### config.mk
export PLATFORM = sky130hd
export DESIGN_NAME = rh11Regs
export DESIGN_NICKNAME = d
export VERILOG_FILES = /design/src/verilog/rhBusPkg.sv /design/src/verilog/rhRegPkg.sv /design/src/verilog/rhRegDecode.sv /design/src/verilog/rhCs1.sv /design/src/verilog/rhBa.sv /design/src/verilog/rhWc.sv /design/src/verilog/rhXferSeq.sv /design/src/verilog/rh11Regs.sv
export SDC_FILE = /design/constraint.sdc
export NUM_CORES = 1
export LEC_CHECK = 0
export BUFFER_PORTS_ARGS = -buffer_cell sky130_fd_sc_hd__buf_2
export CORE_AREA = 4 4 88 90
export DETAILED_ROUTE_END_ITERATION = 10
export DIE_AREA = 0 0 92 94
export PLACE_DENSITY = 0.86
export SYNTH_ARGS = -nofsm -noshare
export SYNTH_HDL_FRONTEND = slang
export SYNTH_SLANG_ARGS = --single-unit
### constraint.sdc
create_clock -name clk -period 2.7 [get_ports clk]
set_clock_uncertainty 0.2 [all_clocks]
set_input_delay 0.135 -clock clk [delete_from_list [all_inputs] [get_ports clk]]
set_output_delay 0.135 -clock clk [all_outputs]
set_load 0.05 [all_outputs]
### src/verilog/rhBusPkg.sv
// Device bus widths and the bus write cycle request struct
`default_nettype none

package rhBusPkg;

   //////////////////////////////////////////////////
   // Device bus dimensions
   //////////////////////////////////////////////////

   // Full device data path, numbered big-endian on the bus
   localparam int devDataWidth = 36;

   // Register offset within the controller window
   localparam int devOffWidth = 6;

   //////////////////////////////////////////////////
   // One device bus cycle
   //////////////////////////////////////////////////

   // Write request as presented to the register block
   // Data keeps the bus bit order, bit 0 is the MSB
   typedef struct packed {
      // Write strobe
      logic wr;
      // Device reset from the bus
      logic devReset;
      // Byte lane enables
      logic loByte;
      logic hiByte;
      // Register offset
      logic [devOffWidth-1:0] offset;
      // Write data, big-endian
      logic [0:devDataWidth-1] data;
   } devReq;

endpackage

`default_nettype wire

### src/verilog/rhRegPkg.sv
// Register offsets, CS1 field positions, function codes, register widths and strobes
`default_nettype none

package rhRegPkg;

   //////////////////////////////////////////////////
   // Register widths
   //////////////////////////////////////////////////

   // Visible register width on the 18-bit side
   localparam int regDataWidth = 18;

   // Default bus address width
   localparam int baWidth = 18;

   //////////////////////////////////////////////////
   // Register offsets
   //////////////////////////////////////////////////

   localparam logic [5:0] cs1Addr = 6'd0;
   localparam logic [5:0] wcAddr  = 6'd2;
   localparam logic [5:0] baAddr  = 6'd4;

   //////////////////////////////////////////////////
   // CS1 field positions
   //////////////////////////////////////////////////

   localparam int cs1Go     = 0;
   localparam int cs1FunLsb = 1;
   localparam int cs1FunMsb = 5;
   localparam int cs1Ie     = 6;
   localparam int cs1Rdy    = 7;
   // Extended address bits, written through the high byte
   localparam int cs1BaeLsb = 8;
   localparam int cs1BaeMsb = 9;
   // Controller clear, bit 5 of the high byte
   localparam int cs1Clr    = 13;

   localparam int funWidth = cs1FunMsb - cs1FunLsb + 1;
   localparam int baeWidth = cs1BaeMsb - cs1BaeLsb + 1;

   // Data transfer functions, top bit set marks any transfer
   localparam logic [funWidth-1:0] funReadData  = 5'b11100;
   localparam logic [funWidth-1:0] funWriteData = 5'b11000;

   // Per-register write strobes with lanes and little-endian data
   typedef struct packed {
      logic cs1Wr;
      logic wcWr;
      logic baWr;
      logic loByte;
      logic hiByte;
      logic [regDataWidth-1:0] data;
   } regStrobes;

endpackage

`default_nettype wire

### src/verilog/rhRegDecode.sv
// Bus lane swap, register write strobe decode, controller clear and read data mux
`default_nettype none
`timescale 1ns/1ps

module rhRegDecode import rhBusPkg::*, rhRegPkg::*;
#(
   parameter int addrWidth = baWidth
)
(
   input  devReq                   bus,
   input  logic [regDataWidth-1:0] cs1Value,
   input  logic [regDataWidth-1:0] wcValue,
   input  logic [addrWidth-1:0]    baValue,
   output regStrobes               strobes,
   output logic                    ctrlClear,
   output logic [regDataWidth-1:0] readData
);

   // Little-endian view of the bus data
   logic [devDataWidth-1:0] busData;
   logic cs1Sel;
   logic wcSel;
   logic baSel;

   //////////////////////////////////////////////////
   // Write side
   //////////////////////////////////////////////////

   // Big-endian bus bit 0 lands on bit 35
   assign busData = bus.data;

   // Offset match
   assign cs1Sel = (bus.offset == cs1Addr);
   assign wcSel  = (bus.offset == wcAddr);
   assign baSel  = (bus.offset == baAddr);

   // One strobe per register, only on a write cycle
   assign strobes.cs1Wr  = bus.wr & cs1Sel;
   assign strobes.wcWr   = bus.wr & wcSel;
   assign strobes.baWr   = bus.wr & baSel;
   assign strobes.loByte = bus.loByte;
   assign strobes.hiByte = bus.hiByte;
   // Registers only see the low 18 bits
   assign strobes.data   = busData[regDataWidth-1:0];

   // Controller clear from device reset or the CS1 clear bit
   assign ctrlClear = bus.devReset |
                      (strobes.cs1Wr & bus.hiByte & busData[cs1Clr]);

   //////////////////////////////////////////////////
   // Read side
   //////////////////////////////////////////////////

   // Zero latency mux, unknown offsets read as zero
   always_comb
   begin
      case (bus.offset)
         cs1Addr:
            readData = cs1Value;
         wcAddr:
            readData = wcValue;
         baAddr:
            readData = regDataWidth'(baValue);
         default:
            readData = '0;
      endcase
   end

endmodule

`default_nettype wire

### src/verilog/rhCs1.sv
// Control/status register 1 with function, GO pulse, ready, interrupt enable and BAE bits
`default_nettype none
`timescale 1ns/1ps

module rhCs1 import rhRegPkg::*;
(
   input  logic                    clk,
   input  logic                    rst,
   input  regStrobes               strobes,
   input  logic                    ctrlClear,
   input  logic                    setReady,
   input  logic                    clearReady,
   output logic [regDataWidth-1:0] cs1Value,
   output logic [funWidth-1:0]     funCode,
   output logic                    goPulse,
   output logic                    baeLoad,
   output logic [baeWidth-1:0]     baeBits,
   output logic                    ready
);

   // Stored fields
   logic [funWidth-1:0] fun;
   logic ie;
   logic [baeWidth-1:0] bae;
   logic rdy;

   // Low byte carries GO, function and IE
   logic loWrite;
   logic goWrite;

   assign loWrite = strobes.cs1Wr & strobes.loByte;
   // GO is ignored while a command is running
   assign goWrite = loWrite & strobes.data[cs1Go] & rdy;

   // High byte write while ready also feeds BA
   assign baeLoad = strobes.cs1Wr & strobes.hiByte & rdy;
   assign baeBits = strobes.data[cs1BaeMsb:cs1BaeLsb];

   //////////////////////////////////////////////////
   // Register fields
   //////////////////////////////////////////////////

   always_ff @(posedge clk or posedge rst)
   begin
      if (rst)
      begin
         fun     <= '0;
         ie      <= 1'b0;
         bae     <= '0;
         rdy     <= 1'b1;
         goPulse <= 1'b0;
      end
      else if (ctrlClear)
      begin
         // Clear wins over any write in the same cycle
         fun     <= '0;
         ie      <= 1'b0;
         bae     <= '0;
         rdy     <= 1'b1;
         goPulse <= 1'b0;
      end
      else
      begin
         if (loWrite)
         begin
            fun <= strobes.data[cs1FunMsb:cs1FunLsb];
            ie  <= strobes.data[cs1Ie];
         end
         if (baeLoad)
            bae <= baeBits;
         // Sequencer drives ready after the first edge
         if (clearReady)
            rdy <= 1'b0;
         else if (setReady)
            rdy <= 1'b1;
         // Single cycle pulse, new function already visible
         goPulse <= goWrite;
      end
   end

   assign funCode = fun;
   assign ready   = rdy;

   // GO reads back as zero
   assign cs1Value = regDataWidth'({bae, rdy, ie, fun, 1'b0});

endmodule

`default_nettype wire

### src/verilog/rhBa.sv
// Bus address register with clears, byte writes, BAE load and inhibitable increment
`default_nettype none
`timescale 1ns/1ps

module rhBa import rhRegPkg::*;
#(
   parameter int addrWidth = baWidth
)
(
   input  logic                 clk,
   input  logic                 rst,
   input  regStrobes            strobes,
   input  logic                 ctrlClear,
   input  logic                 baeLoad,
   input  logic [baeWidth-1:0]  baeBits,
   input  logic                 stepPulse,
   input  logic                 incInhibit,
   output logic [addrWidth-1:0] baValue
);

   // Word address, bit zero is not stored
   logic [addrWidth-1:1] addr;

   //////////////////////////////////////////////////
   // Address register
   //////////////////////////////////////////////////

   // Priority: clear, BAE load, byte write, step
   always_ff @(posedge clk or posedge rst)
   begin
      if (rst)
         addr <= '0;
      else if (ctrlClear)
         addr <= '0;
      else if (baeLoad)
         // Top bits come from the CS1 high byte
         addr[addrWidth-1 -: baeWidth] <= baeBits;
      else if (strobes.baWr)
      begin
         if (strobes.hiByte)
            addr[15:8] <= strobes.data[15:8];
         if (strobes.loByte)
            addr[7:1] <= strobes.data[7:1];
      end
      else if (stepPulse & ~incInhibit)
         // One word forward, wraps at the top
         addr <= addr + 1'b1;
   end

   // Addresses are always even
   assign baValue = {addr, 1'b0};

endmodule

`default_nettype wire

### src/verilog/rhWc.sv
// Word count register counting up to zero, with byte writes and a registered zero flag
`default_nettype none
`timescale 1ns/1ps

module rhWc import rhRegPkg::*;
#(
   parameter int wcWidth = 16
)
(
   input  logic               clk,
   input  logic               rst,
   input  regStrobes          strobes,
   input  logic               ctrlClear,
   input  logic               stepPulse,
   output logic [wcWidth-1:0] wcValue,
   output logic               wcZero
);

   // Negative count, two's complement
   logic [wcWidth-1:0] count;
   logic [wcWidth-1:0] countNext;

   //////////////////////////////////////////////////
   // Next count
   //////////////////////////////////////////////////

   // Clear first, then byte writes, then steps
   always_comb
   begin
      countNext = count;
      if (ctrlClear)
         countNext = '0;
      else if (strobes.wcWr)
      begin
         if (strobes.hiByte)
            countNext[wcWidth-1:8] = strobes.data[wcWidth-1:8];
         if (strobes.loByte)
            countNext[7:0] = strobes.data[7:0];
      end
      else if (stepPulse)
         countNext = count + 1'b1;
   end

   // Zero flag registered together with the count
   always_ff @(posedge clk or posedge rst)
   begin
      if (rst)
      begin
         count  <= '0;
         wcZero <= 1'b1;
      end
      else
      begin
         count  <= countNext;
         wcZero <= (countNext == '0);
      end
   end

   assign wcValue = count;

endmodule

`default_nettype wire

### src/verilog/rhXferSeq.sv
// Transfer sequencer FSM issuing address and count steps and ending the transfer
`default_nettype none
`timescale 1ns/1ps

module rhXferSeq import rhRegPkg::*;
(
   input  logic                clk,
   input  logic                rst,
   input  logic                goPulse,
   input  logic [funWidth-1:0] funCode,
   input  logic                wordStrobe,
   input  logic                wcZero,
   input  logic                ctrlClear,
   output logic                stepPulse,
   output logic                setReady,
   output logic                clearReady,
   output logic                xferActive
);

   // Finishing means a step just landed and the count is under test
   typedef enum logic [1:0] {idle, running, finishing} seqState;

   seqState state;
   seqState stateNext;
   logic stepReg;
   logic xferGo;
   logic endNow;

   // Any function with the top bit set is a data transfer
   assign xferGo = goPulse & funCode[funWidth-1];

   // Count reached zero on the step that just landed
   assign endNow = (state == finishing) & wcZero;

   assign clearReady = (state == idle) & xferGo;
   assign setReady   = endNow;
   // Words past the end of the count are dropped
   assign stepPulse  = stepReg & ~endNow;
   assign xferActive = (state != idle);

   //////////////////////////////////////////////////
   // FSM
   //////////////////////////////////////////////////

   always_comb
   begin
      stateNext = state;
      case (state)
         idle:
            if (xferGo)
               stateNext = running;
         running:
            if (stepPulse)
               stateNext = finishing;
         finishing:
            if (wcZero)
               stateNext = idle;
            else if (!stepPulse)
               stateNext = running;
         default:
            stateNext = idle;
      endcase
   end

   // Clear aborts to idle, stray strobes ignored outside a transfer
   always_ff @(posedge clk or posedge rst)
   begin
      if (rst)
      begin
         state   <= idle;
         stepReg <= 1'b0;
      end
      else if (ctrlClear)
      begin
         state   <= idle;
         stepReg <= 1'b0;
      end
      else
      begin
         state   <= stateNext;
         stepReg <= wordStrobe & (state != idle) & ~endNow;
      end
   end

endmodule

`default_nettype wire

### src/verilog/rh11Regs.sv
// Top level of the RH11 register block, decoder, CS1, WC, BA and transfer sequencer
`default_nettype none
`timescale 1ns/1ps

module rh11Regs import rhBusPkg::*, rhRegPkg::*;
#(
   parameter int addrWidth = baWidth,
   parameter int wcWidth   = 16
)
(
   input  logic                    clk,
   input  logic                    rst,
   input  devReq                   bus,
   input  logic                    wordStrobe,
   input  logic                    incInhibit,
   output logic [regDataWidth-1:0] readData,
   output logic [addrWidth-1:0]    busAddr,
   output logic                    ready,
   output logic                    xferActive
);

   regStrobes strobes;
   logic ctrlClear;
   logic [regDataWidth-1:0] cs1Value;
   logic [wcWidth-1:0] wcValue;
   logic [funWidth-1:0] funCode;
   logic goPulse;
   logic baeLoad;
   logic [baeWidth-1:0] baeBits;
   logic stepPulse;
   logic setReady;
   logic clearReady;
   logic wcZero;

   //////////////////////////////////////////////////
   // Bus side
   //////////////////////////////////////////////////

   rhRegDecode #(.addrWidth(addrWidth)) regDecode (
      .bus(bus),
      .cs1Value(cs1Value),
      .wcValue(regDataWidth'(wcValue)),
      .baValue(busAddr),
      .strobes(strobes),
      .ctrlClear(ctrlClear),
      .readData(readData)
   );

   // Registers
   rhCs1 cs1 (
      .clk(clk),
      .rst(rst),
      .strobes(strobes),
      .ctrlClear(ctrlClear),
      .setReady(setReady),
      .clearReady(clearReady),
      .cs1Value(cs1Value),
      .funCode(funCode),
      .goPulse(goPulse),
      .baeLoad(baeLoad),
      .baeBits(baeBits),
      .ready(ready)
   );

   rhBa #(.addrWidth(addrWidth)) ba (
      .clk(clk),
      .rst(rst),
      .strobes(strobes),
      .ctrlClear(ctrlClear),
      .baeLoad(baeLoad),
      .baeBits(baeBits),
      .stepPulse(stepPulse),
      .incInhibit(incInhibit),
      .baValue(busAddr)
   );

   rhWc #(.wcWidth(wcWidth)) wc (
      .clk(clk),
      .rst(rst),
      .strobes(strobes),
      .ctrlClear(ctrlClear),
      .stepPulse(stepPulse),
      .wcValue(wcValue),
      .wcZero(wcZero)
   );

   // Drive side stepping
   rhXferSeq xferSeq (
      .clk(clk),
      .rst(rst),
      .goPulse(goPulse),
      .funCode(funCode),
      .wordStrobe(wordStrobe),
      .wcZero(wcZero),
      .ctrlClear(ctrlClear),
      .stepPulse(stepPulse),
      .setReady(setReady),
      .clearReady(clearReady),
      .xferActive(xferActive)
   );

endmodule

`default_nettype wire

==> key figures, run 1 <==
Run status
  • Outcome: completed

Timing
  • Final hold slack: 0.00908 ns
  • RSZ-0062 raised after global routing: yes
  • Final Hold Vio Count: 0
  • Worst Slack Setup Final: 0.0248 ns
  • Setup TNS: 0 ns
  • Max Slew Vio Count: 0
  • Slew headroom: 32.5%
  • Final setup fails: 0
  • Tmin final: 2.68 ns
  • Period utilization: 99.1%
  • Slew @ Worst Pin: 1.01 ns
  • FMAX: 374 MHz

Routing
  • Drt via density: 6.21
  • Residual DRC: 0
  • First-pass detailed-route iteration total: 7
  • Vias post-DR: 3,783
  • Post-route ant nets: 0
  • WL/cell: 18.0 um
  • WL final: 10.9 mm
  • First DRT Iteration DRCs: 584

Cells and area
  • Util after Layout: 59.6%
  • Most frequent cells in the layout: buf_2 (66), nor2_1 (53), nand2_1 (45), dfrtp_1 (45), buf_4 (39)
  • Commonest non-fill, non-tap cell in the layout: buf_2
  • Final Net Count: 561
  • Layout cell share with drive strength beyond 1: 25.9%
  • Ant diodes: 0
  • Layout area overhead: 28.7%

Clock tree
  • CTS Root Cell: clkbuf_8
  • CTS Sinks: 47
  • Bufs on Longest Clock Path: 2
  • CTS clk-pin slew, worst paths: 0.09 ns
  • CTS tree: done
  • CTS H-tree depth: 2
  • Clk_lat worst skew: 0.31 ns
  • CTS Buf Count: 5

Synth
  • Seq/Total Area, Yosys: 36.1%
  • Yosys reg bits: 47
  • Synth top area share: 34.4%
  • Cell taking the most area after synthesis: dfrtp_1
  • Post-synth EDFFs: 0
  • Syn Area/Cell: 7.99 sq um
  • Synthesized Nets: 461
  • Most used DFF post-synth: dfrtp_1
  • Mapped Cells: 409
  • Netlist cell types: 54
  • Synth top area cells: dfrtp_1 (34%), nor2_1 (6.1%), nand2_1 (5.2%), a21oi_1 (4.9%), a22oi_1 (3.7%)
  • Asr flop ratio synth: 100%
  • YS warnings: 0
  • Synthesized area: 3270 sq um

Floorplanning
  • Die height: 94 um
  • Core ar.: 7060 sq um
  • # rows: 31
  • Die ar.: 8650 sq um
  • Starting density of the core: 46.3%
  • Die X: 92 um
  • Top-level I/O count: 88

GRT
  • Grt total ovfl: 0
  • Initial antenna violation count: 0
  • Vias in the first global route: 3,596
  • First-pass GRT wire length: 17.4 mm
  • GRT Util Overall: 25.2%
  • Pin count of the biggest net entering global routing: 48

Power
  • Leak: 1.86 nW
  • Power Dens Cells: 339 nW/um^2
  • Post-route total power: 1.43 mW
  • Worst VDD drop: 0.286 mV

Critical path
  • Crit path max fanout: 3
  • Worst R2R Setup Slack: 0.02 ns
  • Setup crit end kind: flip-flop
  • Worst r2r src: wc.wcValue[0]
  • Critical Path AT: 2.70 ns
  • Critical Path RT: 2.72 ns
  • Setup CP Type: reg2reg
  • Startpoint Class: flip-flop
  • Worst r2r dst: wc.wcZero
  • Reg2Reg Depth: 8

Place
  • Gpl congestion: 0.978
  • PortBufs: 66
  • Post-Place Worst Slack: -0.0732 ns
  • Hpwl dp: 8.10 mm

Min path
  • Worst min-delay path endpoint: ba.addr[7]
  • WHS Path Cells: 5
  • Worst Hold Class: in2reg
  • Min-delay src: bus[7]

Flow run
  • Max-cap violation count: 0
[sequential cells by signal (all words and copies together) (netlist names)]
register / cells
wc.wcValue: 16
xferSeq.state: 2
cs1.funCode: 5
cs1.ie: 1
cs1.bae: 2
cs1.ready: 1
ba.addr: 17
xferSeq.stepReg: 1
cs1.goPulse: 1
wc.wcZero: 1
[power breakdown]
part	total (mW)	switching (mW)	internal (mW)
Clock	0.547	0.247	0.300
Combinational	0.165	0.0995	0.0659
Sequential	0.712	0.00390	0.709
Total	1.43	0.351	1.07
[worst max path at each step]
stage / end / start / slack (ns)
floorplan: wc.wcZero / bus[36] / 0.07
global placement: wc.wcZero / bus[36] / -0.02
detailed placement: wc.wcZero / bus[36] / -0.07
CTS: wc.wcZero / wc.wcValue[0] / 0.02
global route: wc.wcZero / wc.wcValue[0] / -0.07
finish: wc.wcZero / wc.wcValue[0] / 0.02
[synthesized netlist by cell type, drive strengths merged, types with 3 or more instances]
cell    count
a22o        4
and4b       3
nand3      22
a211oi      5
o31ai       8
and3       13
or4         3
nor3        9
nand3b      4
o21ai      21
clkbuf     22
or3         8
a31oi       8
dfrtp      45
nand2b      4
a22oi      16
buf         7
nor2b       3
and2        5
nand2      45
a21oi      32
mux2i       9
nor4        7
nor2       53
o211ai      3
o22ai       3
xor2        3
nand4      13
inv         3
[metrics by stage]
| step | cell area [sq um] | cells |
|---|---|---|
| after floorplan | 3280 | 409 |
| after global placement | 3900 | 584 |
| after detailed placement | 3900 | 584 |
| after CTS | 4190 | 609 |
| after global routing | 4210 | 609 |
| final | 4210 | 609 |
[per-layer routing]
metal | vias to the layer above | wire length, um | GRT usage, %
met3 | 49 | 959 | 3.85
li1 | 1720 | - | -
met2 | 214 | 5280 | 42.4
met1 | 1800 | 4330 | 32.4
met5 | - | 0 | 0
met4 | 0 | 370 | 10.3
[layout make-up]
cell class                 count  area (sq um)
fill                         624          2850
tap                           99           124
timing repair buffer         122           803
multi-input combinational    330          1970
inverter                       3          11.3
clock inverter                 2          35.0
clock buffer                   6          82.6
sequential                    47          1180
[worst max-delay path, cell delays in order, from the launching register on]
cell and delay, ns:
dfrtp_1 0.38, ha_2 0.20, nand4_1 0.13, or3_4 0.39
nand3b_1 0.20, o2111a_1 0.18, or3_1 0.36, or4_4 0.42
nor4_2 0.14
[what timing repair did]
action,in CTS,in global routing
gates cloned,0,0
resized for setup,2,4
endpoints found under the setup margin,6,4
setup buffers,1,0
pin swaps,0,1
hold buffers,16,0
endpoints found under the hold margin,65,0
[cells by family after synthesis]
family          Yosys count  share of synthesized area (%)
simple gates            197                           30.7
xor+xnor                  3                          0.804
fa+ha+maj                 2                          0.765
other cells               1                          0.115
mux                      11                           3.44
compound gates          116                           23.8
flops                    47                           36.1
buf+inv                  32                           4.36
No activity file was read; power rests on OpenSTA's default activity.
==> inputs of run 2 (changes only) <==
--- a/config.mk
+++ b/config.mk
@@ -9,7 +9,7 @@
 export CORE_AREA = 4 4 88 90
 export DETAILED_ROUTE_END_ITERATION = 10
 export DIE_AREA = 0 0 92 94
-export PLACE_DENSITY = 0.86
+export PLACE_DENSITY = 0.82
 export SYNTH_ARGS = -nofsm -noshare
 export SYNTH_HDL_FRONTEND = slang
 export SYNTH_SLANG_ARGS = --single-unit
==> run 2 against run 1 <==
Against the previous run:
- clock power increased by 13%
- non-clock buffer count increased by 9
- via count increased by 2.6%
- flip-flop and latch count unchanged
- die area unchanged
- power increased by 5.3%
- sequential power about the same
- critical endpoint unchanged
- maximum frequency increased by 1.1%
- worst hold slack improved by 0.0082 ns
- count of clock-buffer cells in the layout unchanged
- largest cell class unchanged
==> key figures, run 2 (synthesized netlist as in run 1, its figures left out) <==
Critical path
  • Critical Path AT: 2.66 ns (was 2.70 ns)
  • Crit path max fanout: 3 (unchanged)
  • Setup crit end kind: flip-flop (unchanged)
  • Worst path top cell family by delay: simple AND/OR/NAND/NOR gates (unchanged)
  • Startpoint Class: flip-flop (unchanged)
  • CP peak stage delay: 0.42 ns (about the same)
  • Setup CP Type: reg2reg (unchanged)
  • Critical Path RT: 2.72 ns (about the same)
  • Worst path bufs/invs: 0 (unchanged)
  • Slowest cell on crit path: or4_1 (was or4_4)
  • CP Cell Sequence: ha_2 -> nand4_1 -> or3_4 -> nand3b_1 -> o2111a_1 -> or3_1 -> or4_1 -> nor4_2 (was ha_2 -> nand4_1 -> or3_4 -> nand3b_1 -> o2111a_1 -> or3_1 -> or4_4 -> nor4_2)

Power
  • Leak: 1.89 nW (was 1.86 nW)
  • Power Dens Cells: 349 nW/um^2 (was 339 nW/um^2)
  • Worst VDD drop: 0.192 mV (was 0.286 mV)
  • Post-route total power: 1.50 mW (was 1.43 mW)

Timing
  • Period utilization: 98.0% (was 99.1%)
  • Slew @ Worst Pin: 1.01 ns (about the same)
  • Final Hold Vio Count: 0 (unchanged)
  • FMAX: 378 MHz (was 374 MHz)
  • Worst Slack Setup Final: 0.0552 ns (was 0.0248 ns)
  • Final setup fails: 0 (unchanged)
  • Tmin final: 2.64 ns (was 2.68 ns)
  • Final hold slack: 0.0173 ns (was 0.00908 ns)
  • Setup TNS: 0 ns (unchanged)
  • Slew headroom: 32.5% (about the same)
  • Max Slew Vio Count: 0 (unchanged)

Clock tree
  • Bufs on Longest Clock Path: 2 (unchanged)
  • CTS Sinks: 47 (unchanged)
  • Clk_lat worst skew: 0.30 ns (was 0.31 ns)
  • CTS Root Cell: clkbuf_8 (unchanged)
  • CTS clk-pin slew, worst paths: 0.09 ns (about the same)
  • CTS H-tree depth: 2 (unchanged)
  • CTS Buf Count: 5 (unchanged)
  • CTS tree: done (unchanged)

GRT
  • Initial antenna violation count: 0 (unchanged)
  • GRT Util Overall: 26.2% (was 25.2%)
  • First-pass GRT wire length: 18.0 mm (was 17.4 mm)
  • Vias in the first global route: 3,629 (was 3,596)
  • Pin count of the biggest net entering global routing: 48 (unchanged)
  • Grt total ovfl: 0 (unchanged)

Place
  • PortBufs: 66 (unchanged)
  • Post-Place Worst Slack: -0.0569 ns (was -0.0732 ns)
  • Placed Instances: 586 (was 584)
  • Gpl congestion: 0.950 (was 0.978)
  • Hpwl dp: 8.21 mm (was 8.10 mm)
  • DP Area: 3920 sq um (was 3900 sq um)

Routing
  • Residual DRC: 0 (unchanged)
  • Vias post-DR: 3,881 (was 3,783)
  • First DRT Iteration DRCs: 539 (was 584)
  • Post-route ant nets: 0 (unchanged)
  • WL/cell: 18.3 um (was 18.0 um)
  • WL final: 11.3 mm (was 10.9 mm)
  • Drt via density: 6.28 (was 6.21)
  • First-pass detailed-route iteration total: 6 (was 7)

Floorplanning
  • Die height: 94 um (unchanged)
  • Top-level I/O count: 88 (unchanged)
  • Die X: 92 um (unchanged)
  • # rows: 31 (unchanged)
  • Die ar.: 8650 sq um (unchanged)
  • Starting density of the core: 46.3% (unchanged)
  • Core ar.: 7060 sq um (unchanged)

Cells and area
  • Max reg flops: 17 (unchanged)
  • Top reg by flops: ba.addr (unchanged)
  • Ant diodes: 0 (unchanged)
  • Util after Layout: 60.9% (was 59.6%)
  • Layout area overhead: 31.5% (was 28.7%)
  • Layout cell share with drive strength beyond 1: 25.8% (was 25.9%)
  • Commonest non-fill, non-tap cell in the layout: buf_2 (unchanged)
  • Post-route cell area: 4300 sq um (was 4210 sq um)
  • Final Net Count: 570 (was 561)
  • Final Instance Count excl. Fillers: 618 (was 609)
  • Most frequent cells in the layout: buf_2 (66), nor2_1 (53), nand2_1 (45), dfrtp_1 (45), buf_4 (43) (was buf_2 (66), nor2_1 (53), nand2_1 (45), dfrtp_1 (45), buf_4 (39))

Min path
  • Worst Hold Class: in2reg (unchanged)

Flow run
  • Max-cap violation count: 0 (unchanged)

Run status
  • Outcome: completed (unchanged)
[run 2: cell types whose count changed in the layout (fill, tap and decap cells not counted), sizes merged]
cell	change
bufinv	+1
buf	+4
dlygate4sd3	+5
clkinv	-1
[run 2: final cells by class]
class | count | area [sq um]
Clock buffer | 6 | 72.6
Clock inverter | 2 | 60.1
Fill cell | 623 | 2760
Inverter | 3 | 11.3
Multi-Input combinational cell | 330 | 1970
Sequential cell | 47 | 1180
Tap cell | 99 | 124
Timing Repair Buffer | 131 | 883
[run 2: worst paths after layout]
check | from | end | slack, ns | cells after the start
max | wc.wcValue[0] | wc.wcZero | 0.06 | 8
min | bus[11] | ba.addr[11] | 0.02 | 3
max reg2reg | wc.wcValue[0] | wc.wcZero | 0.06 | 8
min reg2reg | cs1.bae[0] | cs1.bae[0] | 0.33 | 2
max in group asynchronous | rst | ba.addr[15] | 1.26 | 3
min in group asynchronous | rst | ba.addr[4] | 0.42 | 3
[run 2: worst reg2reg max path: stages (launching register included)]
cell and delay [ns]:
dfrtp_1 0.38, ha_2 0.21, nand4_1 0.14, or3_4 0.36, nand3b_1 0.19, o2111a_1 0.17
or3_1 0.35, or4_1 0.42, nor4_2 0.15
[run 2: per-layer routing]
metal	GRT usage, %	vias up	wire length [um]
li1	-	1739	-
met1	32.7	1876	4420
met2	45.2	228	5580
met3	4.17	38	931
met4	10.8	0	367
met5	0	-	0
[run 2: where the power goes]
group	leakage, nW	total (mW)	internal (mW)	switching [mW]
Combinational	1.18	0.167	0.0666	0.101
Sequential	0.650	0.713	0.709	0.00459
Clock	0.0654	0.620	0.370	0.250
[run 2: what timing repair did]
action	4_1_cts	5_1_grt
pin swaps	0	3
gates resized for setup	2	3
endpoints found under the hold margin	66	0
hold buffers	21	0
buffers inserted	1	2
endpoints found under the setup margin	6	4
==> inputs of run 3 (changes only) <==
--- a/config.mk
+++ b/config.mk
@@ -6,9 +6,9 @@
 export NUM_CORES = 1
 export LEC_CHECK = 0
 export BUFFER_PORTS_ARGS = -buffer_cell sky130_fd_sc_hd__buf_2
-export CORE_AREA = 4 4 88 90
+export CORE_AREA = 2 2 86 88
 export DETAILED_ROUTE_END_ITERATION = 10
-export DIE_AREA = 0 0 92 94
+export DIE_AREA = 0 0 88 90
 export PLACE_DENSITY = 0.82
 export SYNTH_ARGS = -nofsm -noshare
 export SYNTH_HDL_FRONTEND = slang
==> run 3 against run 2 <==
Against the previous run:
- critical path depth is the same
- clock power down 24%
- cell area fell by 1.8%
- sequential power is essentially flat
- worst hold slack about the same
- via count fell by 1.7%
- worst setup slack worse by 0.031 ns
- count of clock-buffer cells in the layout is 1 higher
- first-iteration DRC count increased by 7.6%
- highest routed layer unchanged
==> key figures, run 3 (synthesized netlist as in run 1, its figures left out) <==
Critical path
  • Worst Setup SP: wc.wcValue[0] (unchanged)
  • Worst r2r src: wc.wcValue[0] (unchanged)
  • CP Cell Sequence: ha_2 -> nand4_1 -> or3_4 -> nand3b_1 -> o2111a_1 -> or3_1 -> or4_4 -> nor4_2 (was ha_2 -> nand4_1 -> or3_4 -> nand3b_1 -> o2111a_1 -> or3_1 -> or4_1 -> nor4_2)
  • Crit path max fanout: 2 (was 3)
  • CP peak stage delay: 0.42 ns (about the same)
  • Critical Path AT: 2.70 ns (was 2.66 ns)
  • Critical Path RT: 2.73 ns (was 2.72 ns)
  • Setup CP Type: reg2reg (unchanged)
  • Worst path bufs/invs: 0 (unchanged)
  • Slowest cell on crit path: or4_4 (was or4_1)
  • Worst path top cell family by delay: simple AND/OR/NAND/NOR gates (unchanged)
  • Startpoint Class: flip-flop (unchanged)
  • Setup crit end kind: flip-flop (unchanged)

Clock tree
  • CTS tree: done (unchanged)
  • CTS H-tree depth: 2 (unchanged)
  • Bufs on Longest Clock Path: 2 (unchanged)
  • CTS Sinks: 47 (unchanged)
  • Clk_lat worst skew: 0.31 ns (was 0.30 ns)
  • CTS clk-pin slew, worst paths: 0.10 ns (was 0.09 ns)
  • CTS Root Cell: clkbuf_8 (unchanged)
  • CTS Buf Count: 5 (unchanged)

Power
  • Clock network power share: 34.8% (was 41.3%)
  • Leak: 1.87 nW (was 1.89 nW)
  • Sw power: 0.362 mW (was 0.355 mW)
  • Cell internal pwr: 0.984 mW (was 1.15 mW)
  • Post-route total power: 1.35 mW (was 1.50 mW)
  • Net Sw Frac: 26.9% (was 23.6%)
  • Worst VDD drop: 0.159 mV (was 0.192 mV)
  • Comb pwr share: 12.2% (was 11.1%)
  • Power Dens Cells: 319 nW/um^2 (was 349 nW/um^2)
  • Sequential power share: 53.0% (was 47.5%)

Timing
  • RSZ-0062 raised after global routing: yes
  • Tmin final: 2.68 ns (was 2.64 ns)
  • Slew @ Worst Pin: 1.01 ns (about the same)
  • FMAX: 374 MHz (was 378 MHz)
  • Max Slew Vio Count: 0 (unchanged)
  • Slew headroom: 32.7% (was 32.5%)
  • Final setup fails: 0 (unchanged)
  • Final Hold Vio Count: 0 (unchanged)
  • Period utilization: 99.1% (was 98.0%)
  • Final hold slack: 0.0170 ns (was 0.0173 ns)

GRT
  • GRT Util Overall: 28.0% (was 26.2%)
  • Initial antenna violation count: 0 (unchanged)
  • Pin count of the biggest net entering global routing: 48 (unchanged)
  • First-pass GRT wire length: 17.5 mm (was 18.0 mm)
  • Grt total ovfl: 0 (unchanged)
  • Vias in the first global route: 3,582 (was 3,629)

Place
  • PortBufs: 66 (unchanged)
  • Hpwl dp: 8.00 mm (was 8.21 mm)
  • Gpl congestion: 0.952 (was 0.950)

Routing
  • Drt via density: 6.22 (was 6.28)
  • Residual DRC: 0 (unchanged)
  • WL final: 11.2 mm (was 11.3 mm)
  • Vias post-DR: 3,815 (was 3,881)
  • Post-route ant nets: 0 (unchanged)
  • WL/cell: 18.3 um (about the same)
  • First DRT Iteration DRCs: 580 (was 539)
  • First-pass detailed-route iteration total: 6 (unchanged)

Floorplanning
  • Core ar.: 7020 sq um (was 7060 sq um)
  • # rows: 31 (unchanged)
  • Die X: 88 um (was 92 um)
  • Die height: 90 um (was 94 um)
  • Top-level I/O count: 88 (unchanged)
  • Die ar.: 7920 sq um (was 8650 sq um)
  • Starting density of the core: 46.6% (was 46.3%)

Cells and area
  • Final Net Count: 565 (was 570)
  • FF+latch area: 1180 sq um (unchanged)
  • Max reg flops: 17 (unchanged)
  • Layout cell share with drive strength beyond 1: 26.3% (was 25.8%)
  • Fillers: 631 (was 623)
  • Util after Layout: 60.2% (was 60.9%)
  • Layout area overhead: 29.2% (was 31.5%)
  • Commonest non-fill, non-tap cell in the layout: buf_2 (unchanged)
  • Top reg by flops: ba.addr (unchanged)
  • Multi-input logic area: 1980 sq um (was 1970 sq um)
  • Ant diodes: 0 (unchanged)
  • Most frequent cells in the layout: buf_2 (66), nor2_1 (53), nand2_1 (45), dfrtp_1 (45), buf_4 (42) (was buf_2 (66), nor2_1 (53), nand2_1 (45), dfrtp_1 (45), buf_4 (43))

Min path
  • Min-delay src: bus[7] (was bus[11])
  • Worst Hold Class: in2reg (unchanged)

Flow run
  • Max-cap violation count: 0 (unchanged)

Run status
  • Outcome: completed (unchanged)
-- run 3: cell count changes in the layout (fill, tap and decap cells not counted) --
| cell | delta |
|---|---|
| nor3_2 | +1 |
| dlygate4sd3_1 | -4 |
| nor3_1 | -1 |
| bufinv_16 | -2 |
| or4_4 | +1 |
| buf_4 | -1 |
| or4_1 | -1 |
| clkinv_4 | +1 |
| clkbuf_8 | +1 |
-- run 3: worst reg2reg max path, delay by kind of cell (launching register included) --
family	cells	cell delay, ns
AOI/OAI and AO/OA	1	0.18
and+or+nand+nor	6	1.64
DFF	1	0.38
adders and majority gates	1	0.19
-- run 3: layout make-up --
type	instances	area share, %
Clock inverter	1	0.207
Tap cell	99	2.93
Timing Repair Buffer	126	19.8
Multi-Input combinational cell	330	46.9
Inverter	3	0.267
Sequential cell	47	27.9
Clock buffer	7	2.04
-- run 3: final timing paths --
path	end	slack (ns)	depth (start not counted)
hold reg to reg	cs1.bae[1]	0.34	2
hold / removal	wc.wcValue[7]	0.02	3
max in group asynchronous	wc.wcValue[12]	1.26	3
min in group asynchronous	ba.addr[4]	0.41	3
setup / recovery	wc.wcZero	0.02	8
setup reg to reg	wc.wcZero	0.02	8
-- run 3: stage by stage --
| step | instances | cell area [sq um] | setup slack [ns] | setup TNS, ns |
|---|---|---|---|---|
| finish | 613 | 4220 | 0.0247 | 0 |
| global route | 613 | 4220 | -0.0340 | -0.0340 |
| CTS | 611 | 4190 | 0.00707 | 0 |
| detailed placement | 585 | 3910 | -0.0910 | -0.308 |
| global placement | 585 | 3910 | -0.00820 | -0.00820 |
| floorplan | 409 | 3280 | 0.0664 | 0 |
-- run 3: per-layer routing --
| metal | GRT usage [%] | vias to the layer above | routed length (um) |
|---|---|---|---|
| met2 | 45.5 | 233 | 5510 |
| met1 | 37.6 | 1813 | 4410 |
| met4 | 10.8 | 0 | 321 |
| met3 | 3.67 | 36 | 964 |
| li1 | - | 1733 | - |
| met5 | 0 | - | 0 |
-- run 3: what timing repair did --
| item | in CTS | in global routing |
|---|---|---|
| hold buffers | 17 | 0 |
| pin swaps | 0 | 2 |
| resized for setup | 4 | 3 |
| endpoints found under the setup margin | 6 | 4 |
| endpoints found under the hold margin | 66 | 0 |
| setup buffers | 1 | 2 |
-- run 3: power groups by stage --
stage / Clock, mW / Sequential [mW] / Combinational, mW
5_1_grt: 0.488 / 0.714 / 0.175
3_3_place_gp: 0 / 0.726 / 0.140
2_1_floorplan: 0 / 0.727 / 0.0705
4_1_cts: 0.462 / 0.713 / 0.161
6_report: 0.469 / 0.713 / 0.165
3_5_place_dp: 0 / 0.727 / 0.142
